===== config.mk =====
export PLATFORM = sky130hd
export DESIGN_NAME = stepper_top
export DESIGN_NICKNAME = d
export VERILOG_FILES = /design/src/stepper_pkg.sv /design/src/stepper_apb_regs.sv /design/src/phase_sequencer.sv /design/src/chopper_timer.sv /design/src/microstepper_control.sv /design/src/stepper_top.sv
export VERILOG_INCLUDE_DIRS = /design/src
export SDC_FILE = /design/constraint.sdc
export NUM_CORES = 1
export LEC_CHECK = 0
export BUFFER_PORTS_ARGS = -buffer_cell sky130_fd_sc_hd__buf_2
export CAP_MARGIN = 20
export CORE_MARGIN = 2
export CORE_UTILIZATION = 60
export DETAILED_ROUTE_END_ITERATION = 16
export GPL_ROUTABILITY_DRIVEN = 0
export GPL_TIMING_DRIVEN = 0
export HOLD_SLACK_MARGIN = 0.1
export PLACE_DENSITY = 0.82
export SLEW_MARGIN = 20
export SYNTH_ARGS = -nofsm -noshare
export SYNTH_HDL_FRONTEND = slang
export SYNTH_SLANG_ARGS = --single-unit

===== constraint.sdc =====
create_clock -name clk -period 10.65 [get_ports clk]
set_clock_uncertainty 0.2 [all_clocks]
set_input_delay 2.13 -clock clk [delete_from_list [all_inputs] [get_ports clk]]
set_output_delay 2.13 -clock clk [all_outputs]
set_load 0.02 [all_outputs]

===== src/stepper_params.svh =====
`ifndef STEPPER_PARAMS_SVH
`define STEPPER_PARAMS_SVH

// Field widths
`define STEPPER_PHASE_W      8
`define STEPPER_OFFTIME_W    10
`define STEPPER_SHORT_W      8
`define STEPPER_VREF_W       8
`define STEPPER_APB_ADDR_W   8
`define STEPPER_APB_DATA_W   32

// Register byte offsets
`define STEPPER_REG_CTRL       8'h00
`define STEPPER_REG_FASTDECAY  8'h04
`define STEPPER_REG_OFFTIME    8'h08
`define STEPPER_REG_BLANK      8'h0C
`define STEPPER_REG_MINON      8'h10
`define STEPPER_REG_STATUS     8'h14

// CTRL and STATUS bit positions
`define STEPPER_CTRL_ENABLE_BIT    0
`define STEPPER_CTRL_INV_HS_BIT    1
`define STEPPER_CTRL_INV_LS_BIT    2
`define STEPPER_STATUS_FAULTN_BIT  0
`define STEPPER_STATUS_PHASE_LSB   8

// Reset values
`define STEPPER_CTRL_RST       3'b000
`define STEPPER_FASTDECAY_RST  10'd706
`define STEPPER_OFFTIME_RST    10'd900
`define STEPPER_BLANK_RST      8'd40
`define STEPPER_MINON_RST      8'd30

// Full-scale DAC reference
`define STEPPER_SINE_PEAK      8'd255

`endif


===== src/stepper_pkg.sv =====
package stepper_pkg;

  `include "stepper_params.svh"

  // Microstep position, 256 microsteps per electrical cycle
  typedef logic [`STEPPER_PHASE_W-1:0] phase_t;

  // Off timer and fast-decay threshold
  typedef logic [`STEPPER_OFFTIME_W-1:0] off_time_t;

  // Blank and minimum-on timers
  typedef logic [`STEPPER_SHORT_W-1:0] short_time_t;

  // Current DAC reference level
  typedef logic [`STEPPER_VREF_W-1:0] vref_t;

  // APB address and data
  typedef logic [`STEPPER_APB_ADDR_W-1:0] apb_addr_t;
  typedef logic [`STEPPER_APB_DATA_W-1:0] apb_data_t;

  // Chopper timer states
  // Minimum-on count runs alongside BLANK and ON
  typedef enum logic [1:0] {
    CHOP_ON,
    CHOP_OFF,
    CHOP_BLANK
  } chop_state_e;

endpackage


===== src/stepper_apb_regs.sv =====
`timescale 1ns/10ps
`include "stepper_params.svh"

module stepper_apb_regs
  import stepper_pkg::*;
(
  input  logic        clk,
  input  logic        resetn,
  input  logic        psel,
  input  logic        penable,
  input  logic        pwrite,
  input  apb_addr_t   paddr,
  input  apb_data_t   pwdata,
  output apb_data_t   prdata,
  output logic        pready,
  output logic        pslverr,
  output logic        cfg_enable,
  output logic        cfg_invert_highside,
  output logic        cfg_invert_lowside,
  output off_time_t   cfg_fastdecay_threshold,
  output off_time_t   cfg_off_time,
  output short_time_t cfg_blank_time,
  output short_time_t cfg_min_on_time,
  input  phase_t      phase_ct,
  input  logic        faultn
);

  logic      access;
  logic      addr_hit;
  logic      wr_en;
  apb_data_t status;

  // Zero wait states
  assign pready = 1'b1;
  assign access = psel && penable;

  // Status word from live counter and fault latch
  always_comb begin
    status = '0;
    status[`STEPPER_STATUS_FAULTN_BIT] = faultn;
    status[`STEPPER_STATUS_PHASE_LSB +: `STEPPER_PHASE_W] = phase_ct;
  end

  // Read mux and address decode
  always_comb begin
    prdata   = '0;
    addr_hit = 1'b1;
    case (paddr)
      `STEPPER_REG_CTRL: begin
        prdata[`STEPPER_CTRL_ENABLE_BIT] = cfg_enable;
        prdata[`STEPPER_CTRL_INV_HS_BIT] = cfg_invert_highside;
        prdata[`STEPPER_CTRL_INV_LS_BIT] = cfg_invert_lowside;
      end
      `STEPPER_REG_FASTDECAY: prdata[`STEPPER_OFFTIME_W-1:0] = cfg_fastdecay_threshold;
      `STEPPER_REG_OFFTIME:   prdata[`STEPPER_OFFTIME_W-1:0] = cfg_off_time;
      `STEPPER_REG_BLANK:     prdata[`STEPPER_SHORT_W-1:0] = cfg_blank_time;
      `STEPPER_REG_MINON:     prdata[`STEPPER_SHORT_W-1:0] = cfg_min_on_time;
      `STEPPER_REG_STATUS:    prdata = status;
      default:                addr_hit = 1'b0;
    endcase
  end

  // STATUS is read-only
  assign pslverr = access && (!addr_hit || (pwrite && paddr == `STEPPER_REG_STATUS));
  assign wr_en   = access && pwrite && addr_hit;

  always_ff @(posedge clk) begin
    if (!resetn) begin
      {cfg_invert_lowside, cfg_invert_highside, cfg_enable} <= `STEPPER_CTRL_RST;
      cfg_fastdecay_threshold <= `STEPPER_FASTDECAY_RST;
      cfg_off_time            <= `STEPPER_OFFTIME_RST;
      cfg_blank_time          <= `STEPPER_BLANK_RST;
      cfg_min_on_time         <= `STEPPER_MINON_RST;
    end else if (wr_en) begin
      case (paddr)
        `STEPPER_REG_CTRL: begin
          cfg_enable          <= pwdata[`STEPPER_CTRL_ENABLE_BIT];
          cfg_invert_highside <= pwdata[`STEPPER_CTRL_INV_HS_BIT];
          cfg_invert_lowside  <= pwdata[`STEPPER_CTRL_INV_LS_BIT];
        end
        `STEPPER_REG_FASTDECAY: cfg_fastdecay_threshold <= pwdata[`STEPPER_OFFTIME_W-1:0];
        `STEPPER_REG_OFFTIME:   cfg_off_time <= pwdata[`STEPPER_OFFTIME_W-1:0];
        `STEPPER_REG_BLANK:     cfg_blank_time <= pwdata[`STEPPER_SHORT_W-1:0];
        `STEPPER_REG_MINON:     cfg_min_on_time <= pwdata[`STEPPER_SHORT_W-1:0];
        default: ;
      endcase
    end
  end

  // Access phase must follow a setup phase
  a_penable_after_psel: assert property (
    @(posedge clk) disable iff (!resetn)
    penable |-> $past(psel)
  );

endmodule


===== src/phase_sequencer.sv =====
`timescale 1ns/10ps
`include "stepper_params.svh"

module phase_sequencer
  import stepper_pkg::*;
(
  input  logic   clk,
  input  logic   resetn,
  input  phase_t phase_ct,
  output logic   s1,
  output logic   s2,
  output logic   s3,
  output logic   s4,
  output vref_t  vref_a,
  output vref_t  vref_b
);

  // First quarter of |sin|, 64 points scaled to 255
  localparam vref_t SINE_QW [64] = '{
    8'd0,   8'd6,   8'd13,  8'd19,  8'd25,  8'd31,  8'd37,  8'd44,
    8'd50,  8'd56,  8'd62,  8'd68,  8'd74,  8'd80,  8'd86,  8'd92,
    8'd98,  8'd103, 8'd109, 8'd115, 8'd120, 8'd126, 8'd131, 8'd136,
    8'd142, 8'd147, 8'd152, 8'd157, 8'd162, 8'd167, 8'd171, 8'd176,
    8'd180, 8'd185, 8'd189, 8'd193, 8'd197, 8'd201, 8'd205, 8'd208,
    8'd212, 8'd215, 8'd219, 8'd222, 8'd225, 8'd228, 8'd231, 8'd233,
    8'd236, 8'd238, 8'd240, 8'd242, 8'd244, 8'd246, 8'd247, 8'd249,
    8'd250, 8'd251, 8'd252, 8'd253, 8'd254, 8'd254, 8'd255, 8'd255
  };

  // Odd quadrants read the table mirrored; index 64 is the peak
  function automatic vref_t sine_mag(input phase_t p);
    logic [5:0] idx;
    idx = p[5:0];
    if (!p[6])
      return SINE_QW[idx];
    else if (idx == 6'd0)
      return `STEPPER_SINE_PEAK;
    else
      return SINE_QW[6'd0 - idx];
  endfunction

  phase_t cos_phase;
  logic   coil_a_pos;
  logic   coil_b_pos;

  // Cosine is sine a quarter cycle ahead
  assign cos_phase  = phase_ct + 8'd64;
  assign coil_a_pos = ~phase_ct[7];
  assign coil_b_pos = phase_ct[7] ^ phase_ct[6];

  always_ff @(posedge clk) begin
    if (!resetn) begin
      s1     <= 1'b1;
      s2     <= 1'b0;
      s3     <= 1'b0;
      s4     <= 1'b1;
      vref_a <= `STEPPER_SINE_PEAK;
      vref_b <= '0;
    end else begin
      s1     <= coil_a_pos;
      s2     <= ~coil_a_pos;
      s3     <= coil_b_pos;
      s4     <= ~coil_b_pos;
      vref_a <= sine_mag(cos_phase);
      vref_b <= sine_mag(phase_ct);
    end
  end

  a_polarity_pairs: assert property (
    @(posedge clk) disable iff (!resetn)
    (s1 != s2) && (s3 != s4)
  );

endmodule


===== src/chopper_timer.sv =====
`timescale 1ns/10ps

module chopper_timer
  import stepper_pkg::*;
(
  input  logic        clk,
  input  logic        resetn,
  input  logic        offtimer_en,
  input  off_time_t   cfg_off_time,
  input  short_time_t cfg_blank_time,
  input  short_time_t cfg_min_on_time,
  output off_time_t   off_timer,
  output short_time_t blank_timer,
  output short_time_t minimum_on_timer
);

  chop_state_e state;
  logic        off_done;

  // Last off cycle, blank and minimum-on load here
  assign off_done = (state == CHOP_OFF) && (off_timer <= off_time_t'(1));

  always_ff @(posedge clk) begin
    if (!resetn) begin
      state       <= CHOP_ON;
      off_timer   <= '0;
      blank_timer <= '0;
    end else begin
      case (state)
        CHOP_ON: begin
          if (offtimer_en) begin
            off_timer <= cfg_off_time;
            state     <= CHOP_OFF;
          end
        end
        CHOP_OFF: begin
          if (off_done) begin
            off_timer   <= '0;
            blank_timer <= cfg_blank_time;
            state       <= CHOP_BLANK;
          end else begin
            off_timer <= off_timer - 1'b1;
          end
        end
        CHOP_BLANK: begin
          // Comparator is ignored until blanking ends
          if (blank_timer > short_time_t'(1)) begin
            blank_timer <= blank_timer - 1'b1;
          end else begin
            blank_timer <= '0;
            state       <= CHOP_ON;
          end
        end
        default: state <= CHOP_ON;
      endcase
    end
  end

  // Minimum-on count, free running after load
  always_ff @(posedge clk) begin
    if (!resetn)
      minimum_on_timer <= '0;
    else if (off_done)
      minimum_on_timer <= cfg_min_on_time;
    else if (minimum_on_timer != '0)
      minimum_on_timer <= minimum_on_timer - 1'b1;
  end

  a_off_blank_exclusive: assert property (
    @(posedge clk) disable iff (!resetn)
    !((off_timer != '0) && (blank_timer != '0))
  );

endmodule


===== src/microstepper_control.sv =====
`timescale 1ns/10ps

module microstepper_control
  import stepper_pkg::*;
(
  input  logic        clk,
  input  logic        resetn,
  input  logic        step,
  input  logic        dir,
  input  logic        enable_in,
  input  logic        config_invert_highside,
  input  logic        config_invert_lowside,
  input  off_time_t   config_fastdecay_threshold,
  input  logic        analog_cmp1,
  input  logic        analog_cmp2,
  input  logic        s1,
  input  logic        s2,
  input  logic        s3,
  input  logic        s4,
  output phase_t      phase_ct,
  output logic        faultn,
  output logic        offtimer_en0,
  output logic        offtimer_en1,
  input  off_time_t   off_timer0,
  input  off_time_t   off_timer1,
  input  short_time_t blank_timer0,
  input  short_time_t blank_timer1,
  input  short_time_t minimum_on_timer0,
  input  short_time_t minimum_on_timer1,
  output logic        phase_a1_l_out,
  output logic        phase_a2_l_out,
  output logic        phase_b1_l_out,
  output logic        phase_b2_l_out,
  output logic        phase_a1_h_out,
  output logic        phase_a2_h_out,
  output logic        phase_b1_h_out,
  output logic        phase_b2_h_out
);

  logic [1:0] step_sync;
  logic [1:0] dir_sync;
  logic       step_prev;
  logic       step_rise;
  logic       enable;
  logic       fault_a, fault_b;
  logic       fast_a, fast_b, slow_a, slow_b;
  logic       a1_h, a2_h, b1_h, b2_h;
  logic       a1_l, a2_l, b1_l, b2_l;
  logic       hs_allow, ls_force;

  // Two-stage pin synchronizers plus edge history
  always_ff @(posedge clk) begin
    if (!resetn) begin
      step_sync <= '0;
      dir_sync  <= '0;
      step_prev <= 1'b0;
      enable    <= 1'b0;
    end else begin
      step_sync <= {step_sync[0], step};
      dir_sync  <= {dir_sync[0], dir};
      step_prev <= step_sync[1];
      enable    <= enable_in;
    end
  end

  assign step_rise = step_sync[1] && !step_prev;

  always_ff @(posedge clk) begin
    if (!resetn)
      phase_ct <= '0;
    else if (step_rise)
      phase_ct <= dir_sync[1] ? phase_ct + 1'b1 : phase_ct - 1'b1;
  end

  // Off period started while minimum on time still running
  assign fault_a = (off_timer0 != '0) && (minimum_on_timer0 != '0);
  assign fault_b = (off_timer1 != '0) && (minimum_on_timer1 != '0);

  // Sticky until reset
  always_ff @(posedge clk) begin
    if (!resetn)
      faultn <= 1'b1;
    else if (faultn)
      faultn <= !((fault_a || fault_b) && enable);
  end

  // Start of off time on a comparator trip
  assign offtimer_en0 = analog_cmp1 && (blank_timer0 == '0) && (off_timer0 == '0);
  assign offtimer_en1 = analog_cmp2 && (blank_timer1 == '0) && (off_timer1 == '0);

  // Fast decay is the early part of the off time
  assign fast_a = (off_timer0 != '0) && (off_timer0 >= config_fastdecay_threshold);
  assign fast_b = (off_timer1 != '0) && (off_timer1 >= config_fastdecay_threshold);
  assign slow_a = (off_timer0 != '0) && !fast_a;
  assign slow_b = (off_timer1 != '0) && !fast_b;

  // High sides follow polarity, reversed in fast decay, off in slow decay
  assign a1_h = !slow_a && (fast_a ? !s1 : s1);
  assign a2_h = !slow_a && (fast_a ? !s2 : s2);
  assign b1_h = !slow_b && (fast_b ? !s3 : s3);
  assign b2_h = !slow_b && (fast_b ? !s4 : s4);

  // Low sides are the complement, both on in slow decay
  assign a1_l = slow_a || (fast_a ? s1 : !s1);
  assign a2_l = slow_a || (fast_a ? s2 : !s2);
  assign b1_l = slow_b || (fast_b ? s3 : !s3);
  assign b2_l = slow_b || (fast_b ? s4 : !s4);

  // Disabled or faulted bridges brake on the low sides
  assign hs_allow = enable && faultn;
  assign ls_force = !enable || !faultn;

  assign phase_a1_h_out = config_invert_highside ^ (a1_h && hs_allow);
  assign phase_a2_h_out = config_invert_highside ^ (a2_h && hs_allow);
  assign phase_b1_h_out = config_invert_highside ^ (b1_h && hs_allow);
  assign phase_b2_h_out = config_invert_highside ^ (b2_h && hs_allow);

  assign phase_a1_l_out = config_invert_lowside ^ (a1_l || ls_force);
  assign phase_a2_l_out = config_invert_lowside ^ (a2_l || ls_force);
  assign phase_b1_l_out = config_invert_lowside ^ (b1_l || ls_force);
  assign phase_b2_l_out = config_invert_lowside ^ (b2_l || ls_force);

  // Every leg always has one gate on, so no coil ever floats
  a_no_floating_leg: assert property (
    @(posedge clk) disable iff (!resetn)
    (a1_h || a1_l) && (a2_h || a2_l) && (b1_h || b1_l) && (b2_h || b2_l)
  );

endmodule


===== src/stepper_top.sv =====
`timescale 1ns/10ps

module stepper_top
  import stepper_pkg::*;
(
  input  logic      clk,
  input  logic      resetn,
  input  logic      psel,
  input  logic      penable,
  input  logic      pwrite,
  input  apb_addr_t paddr,
  input  apb_data_t pwdata,
  output apb_data_t prdata,
  output logic      pready,
  output logic      pslverr,
  input  logic      step,
  input  logic      dir,
  input  logic      analog_cmp1,
  input  logic      analog_cmp2,
  output logic      phase_a1_l_out,
  output logic      phase_a2_l_out,
  output logic      phase_b1_l_out,
  output logic      phase_b2_l_out,
  output logic      phase_a1_h_out,
  output logic      phase_a2_h_out,
  output logic      phase_b1_h_out,
  output logic      phase_b2_h_out,
  output logic      faultn,
  output vref_t     vref_a,
  output vref_t     vref_b
);

  logic        cfg_enable;
  logic        cfg_invert_highside;
  logic        cfg_invert_lowside;
  off_time_t   cfg_fastdecay_threshold;
  off_time_t   cfg_off_time;
  short_time_t cfg_blank_time;
  short_time_t cfg_min_on_time;
  phase_t      phase_ct;
  logic        s1, s2, s3, s4;
  logic        offtimer_en0, offtimer_en1;
  off_time_t   off_timer0, off_timer1;
  short_time_t blank_timer0, blank_timer1;
  short_time_t minimum_on_timer0, minimum_on_timer1;

  stepper_apb_regs u_regs (
    .clk                     (clk),
    .resetn                  (resetn),
    .psel                    (psel),
    .penable                 (penable),
    .pwrite                  (pwrite),
    .paddr                   (paddr),
    .pwdata                  (pwdata),
    .prdata                  (prdata),
    .pready                  (pready),
    .pslverr                 (pslverr),
    .cfg_enable              (cfg_enable),
    .cfg_invert_highside     (cfg_invert_highside),
    .cfg_invert_lowside      (cfg_invert_lowside),
    .cfg_fastdecay_threshold (cfg_fastdecay_threshold),
    .cfg_off_time            (cfg_off_time),
    .cfg_blank_time          (cfg_blank_time),
    .cfg_min_on_time         (cfg_min_on_time),
    .phase_ct                (phase_ct),
    .faultn                  (faultn)
  );

  phase_sequencer u_seq (
    .clk      (clk),
    .resetn   (resetn),
    .phase_ct (phase_ct),
    .s1       (s1),
    .s2       (s2),
    .s3       (s3),
    .s4       (s4),
    .vref_a   (vref_a),
    .vref_b   (vref_b)
  );

  // Coil A timer
  chopper_timer chop_a (
    .clk              (clk),
    .resetn           (resetn),
    .offtimer_en      (offtimer_en0),
    .cfg_off_time     (cfg_off_time),
    .cfg_blank_time   (cfg_blank_time),
    .cfg_min_on_time  (cfg_min_on_time),
    .off_timer        (off_timer0),
    .blank_timer      (blank_timer0),
    .minimum_on_timer (minimum_on_timer0)
  );

  // Coil B timer
  chopper_timer chop_b (
    .clk              (clk),
    .resetn           (resetn),
    .offtimer_en      (offtimer_en1),
    .cfg_off_time     (cfg_off_time),
    .cfg_blank_time   (cfg_blank_time),
    .cfg_min_on_time  (cfg_min_on_time),
    .off_timer        (off_timer1),
    .blank_timer      (blank_timer1),
    .minimum_on_timer (minimum_on_timer1)
  );

  microstepper_control u_ctrl (
    .clk                        (clk),
    .resetn                     (resetn),
    .step                       (step),
    .dir                        (dir),
    .enable_in                  (cfg_enable),
    .config_invert_highside     (cfg_invert_highside),
    .config_invert_lowside      (cfg_invert_lowside),
    .config_fastdecay_threshold (cfg_fastdecay_threshold),
    .analog_cmp1                (analog_cmp1),
    .analog_cmp2                (analog_cmp2),
    .s1                         (s1),
    .s2                         (s2),
    .s3                         (s3),
    .s4                         (s4),
    .phase_ct                   (phase_ct),
    .faultn                     (faultn),
    .offtimer_en0               (offtimer_en0),
    .offtimer_en1               (offtimer_en1),
    .off_timer0                 (off_timer0),
    .off_timer1                 (off_timer1),
    .blank_timer0               (blank_timer0),
    .blank_timer1               (blank_timer1),
    .minimum_on_timer0          (minimum_on_timer0),
    .minimum_on_timer1          (minimum_on_timer1),
    .phase_a1_l_out             (phase_a1_l_out),
    .phase_a2_l_out             (phase_a2_l_out),
    .phase_b1_l_out             (phase_b1_l_out),
    .phase_b2_l_out             (phase_b2_l_out),
    .phase_a1_h_out             (phase_a1_h_out),
    .phase_a2_h_out             (phase_a2_h_out),
    .phase_b1_h_out             (phase_b1_h_out),
    .phase_b2_h_out             (phase_b2_h_out)
  );

endmodule


==> metrics.cfg <==
[layout]
syn_to_final_growth_pct=13.7
finalNetCount=1456
mostFrequentLayoutCells=nand2_1 (163), dfxtp_1 (130), a21oi_1 (101)
layout_commonest_cell=nand2_1
drive_gt1_share_pct=13.0

[grt]
grt_pass1_vias=9466
grt_pass1_wl_um=48500
antenna_found_initial=1
grt_usage_pct=37.0
grt_max_degree=17
gr-total-overflow=0

[routing]
drtAntennaViolNets=0
vias_per_cell=6.56
drt-total-wl_um=30800
drc=0
wl_per_cell_um=19.4
vias=10400
drtIter0Drc=1601
dr.pass1.iters=6

[critical_path]
r2r_setup_slack_ns=5.72
crit_type=in -> out
crit_path_start=paddr[1]
cp_max_fo=10
endpoint_kind=output pin
startpoint_type=input pin
reg2reg_depth=11
worstPathArrival_ns=4.70
reg2reg_to=u_seq.vref_b[1]
crit_required_ns=8.32
r2r-start=u_ctrl.phase_ct[0]

[clocking]
post_cts_resized=0
cts-buffers-inserted=17
clkSinkCount=130
cts_buffer_depth=2
cts-root-buf=clkbuf_16
post_cts_buffers=0
cts_hold_buf=0
cts_tree=yes
cts_max_level=4
clk_pin_slew_ns=0.06
clock_latency_ns=0.44

[timing]
rsz0062_at_grt=no
final.min_clock_period_ns=7.03
report.final.slew_viol_count=0
worstMarginPinSlew_ns=0.938
setup_tns_ns=0
max_clock_freq_ghz=0.142
setup_viol=0
worst_slack_ns=3.62
relSlewSlack_pct=37.0
final-hold-violation-count=0
period_share_pct=66.0

[floorplan]
dieArea_um2=16700
die_y_um=129
initial_core_util_pct=61.7
ios=108
die_w_um=129
placementRows=45
core-area_um2=15300

[min_path]
min_path_cells=1
holdPathEnd=u_ctrl.step_sync[1]
hold_path_startpoint=u_ctrl.step_sync[0]
hold_path.class=reg -> reg

[placement]
io_buffer_count=68
dpl_worst_slack_ns=3.73
hpwl_um=22100

[outcome]
status=finished, final reports clean

[logic_synthesis]
synth_edf_count=0
syn_area_per_cell_um2=7.49
syn_inst=1257
yosysWarningCount=0
synth_area_um2=9410
yosysUniqueCellTypes=88
ys_seq_area_share_pct=27.7
synthDominantCellAreaShare_pct=27.7
synth-seq-cells=130
synth_ff_type=dfxtp_1
async_reset_ff_share_pct=0
synthTopCellsByArea=dfxtp_1 (28%), nand2_1 (6.5%), ha_1 (6.3%)
yosys.area.top_type=dfxtp_1

[pwr]
p_leak_nw=4.48
power_density_nw_per_um2=211
ir_worst_vdd_v=0.000172

[flow_run]
cap_violations=0

## layer usage
layer	share of wire, %	vias to the layer above	GRT usage, %
li1	-	4747	-
met1	40	4718	49.4
met2	42	798	55.4
met3	14	132	9.58
met4	4.5	0	18.8
met5	0	-	0
## sequential cells by signal, indices dropped and copies added, names as in the netlist, 2 cells and up
| name | cells |
|---|---|
| u_regs.cfg_fastdecay_threshold | 10 |
| chop_a.blank_timer | 8 |
| u_seq.vref_b | 8 |
| u_regs.cfg_min_on_time | 8 |
| u_regs.cfg_off_time | 10 |
| u_regs.cfg_blank_time | 8 |
| u_ctrl.phase_ct | 8 |
| chop_a.state | 2 |
| chop_a.minimum_on_timer | 8 |
| u_ctrl.step_sync | 2 |
| chop_b.blank_timer | 8 |
| chop_a.off_timer | 10 |
| u_ctrl.dir_sync | 2 |
| chop_b.state | 2 |
| chop_b.minimum_on_timer | 8 |
| u_seq.vref_a | 8 |
| chop_b.off_timer | 10 |
## how the worst max path moves through the flow
stage                     end  slack [ns]
floorplan           prdata[9]        4.45
global placement    prdata[9]        3.80
detailed placement  prdata[9]        3.73
CTS                 prdata[9]        3.74
global route        prdata[9]        3.50
finish              prdata[9]        3.62
## worst max-delay path: stages
cell and delay (ns):
buf_2 0.09, or4_1 0.59, nor3_2 0.48, nand2_1 0.11
nor2_1 0.50, buf_2 0.35, a222oi_1 0.16, inv_1 0.11
buf_2 0.16
## power by group
group / internal, mW / leakage, nW / total [mW] / switching [mW]
registers: 0.562 / 1.06 / 0.635 / 0.0733
clock network: 0.377 / 0.295 / 0.617 / 0.240
logic: 0.372 / 3.13 / 1.01 / 0.637
total: 1.31 / 4.48 / 2.26 / 0.950
## final cells by class
class | count | area, um2
diodes | 1 | 2.50
plain buffers | 109 | 509
clock buffers | 18 | 439
clock inverters | 14 | 175
fillers | 1300 | 4560
inverters | 46 | 173
multi-input cells | 987 | 6190
flip-flops and latches | 130 | 2600
well taps | 211 | 264
repair buffers | 68 | 340
## metrics by stage
stage / power, mW / util, % / cell area, um2 / instances / hold slack, ns
2_1_floorplan: 1.37 / - / 9470 / 1272 / 0.212
3_3_place_gp: 1.58 / 66.0 / 10100 / 1551 / 0.214
3_5_place_dp: 1.60 / 66.0 / 10100 / 1551 / 0.231
4_1_cts: 2.22 / 70.0 / 10700 / 1583 / 0.245
5_1_grt: 2.39 / 70.1 / 10700 / 1584 / 0.256
6_report: 2.26 / 70.1 / 10700 / 1584 / 0.237
## cell families after synthesis
group	Yosys count	share of synthesized area, %
simple gates	506	26.6
compound gates	358	25.3
fa+ha+maj	48	6.46
other cells	2	0.0798
mux	28	3.80
flops	130	27.7
xor+xnor	30	2.79
buf+inv	155	7.25
## Yosys cell counts, types with 6 or more instances
library cell / count
buf_4: 17
inv_1: 44
a222oi_1: 10
nor2_1: 99
nand3_1: 58
nor2b_1: 15
nand2_1: 163
buf_2: 17
a21oi_1: 101
or2_2: 10
a21o_1: 16
xnor2_1: 20
o31ai_1: 9
buf_1: 8
o211ai_1: 12
a311oi_1: 9
nor3b_1: 9
a22oi_1: 15
and2_1: 19
nand2b_1: 20
a31oi_1: 9
xor2_1: 10
mux2i_1: 20
nor4_1: 16
or4_1: 7
a211oi_1: 22
clkbuf_1: 65
mux4_2: 6
nor3_1: 42
o22ai_1: 9
nand4_1: 9
dfxtp_1: 130
o21ai_0: 76
o221ai_1: 6
ha_1: 47
No activity file was read; power rests on OpenSTA's default activity.
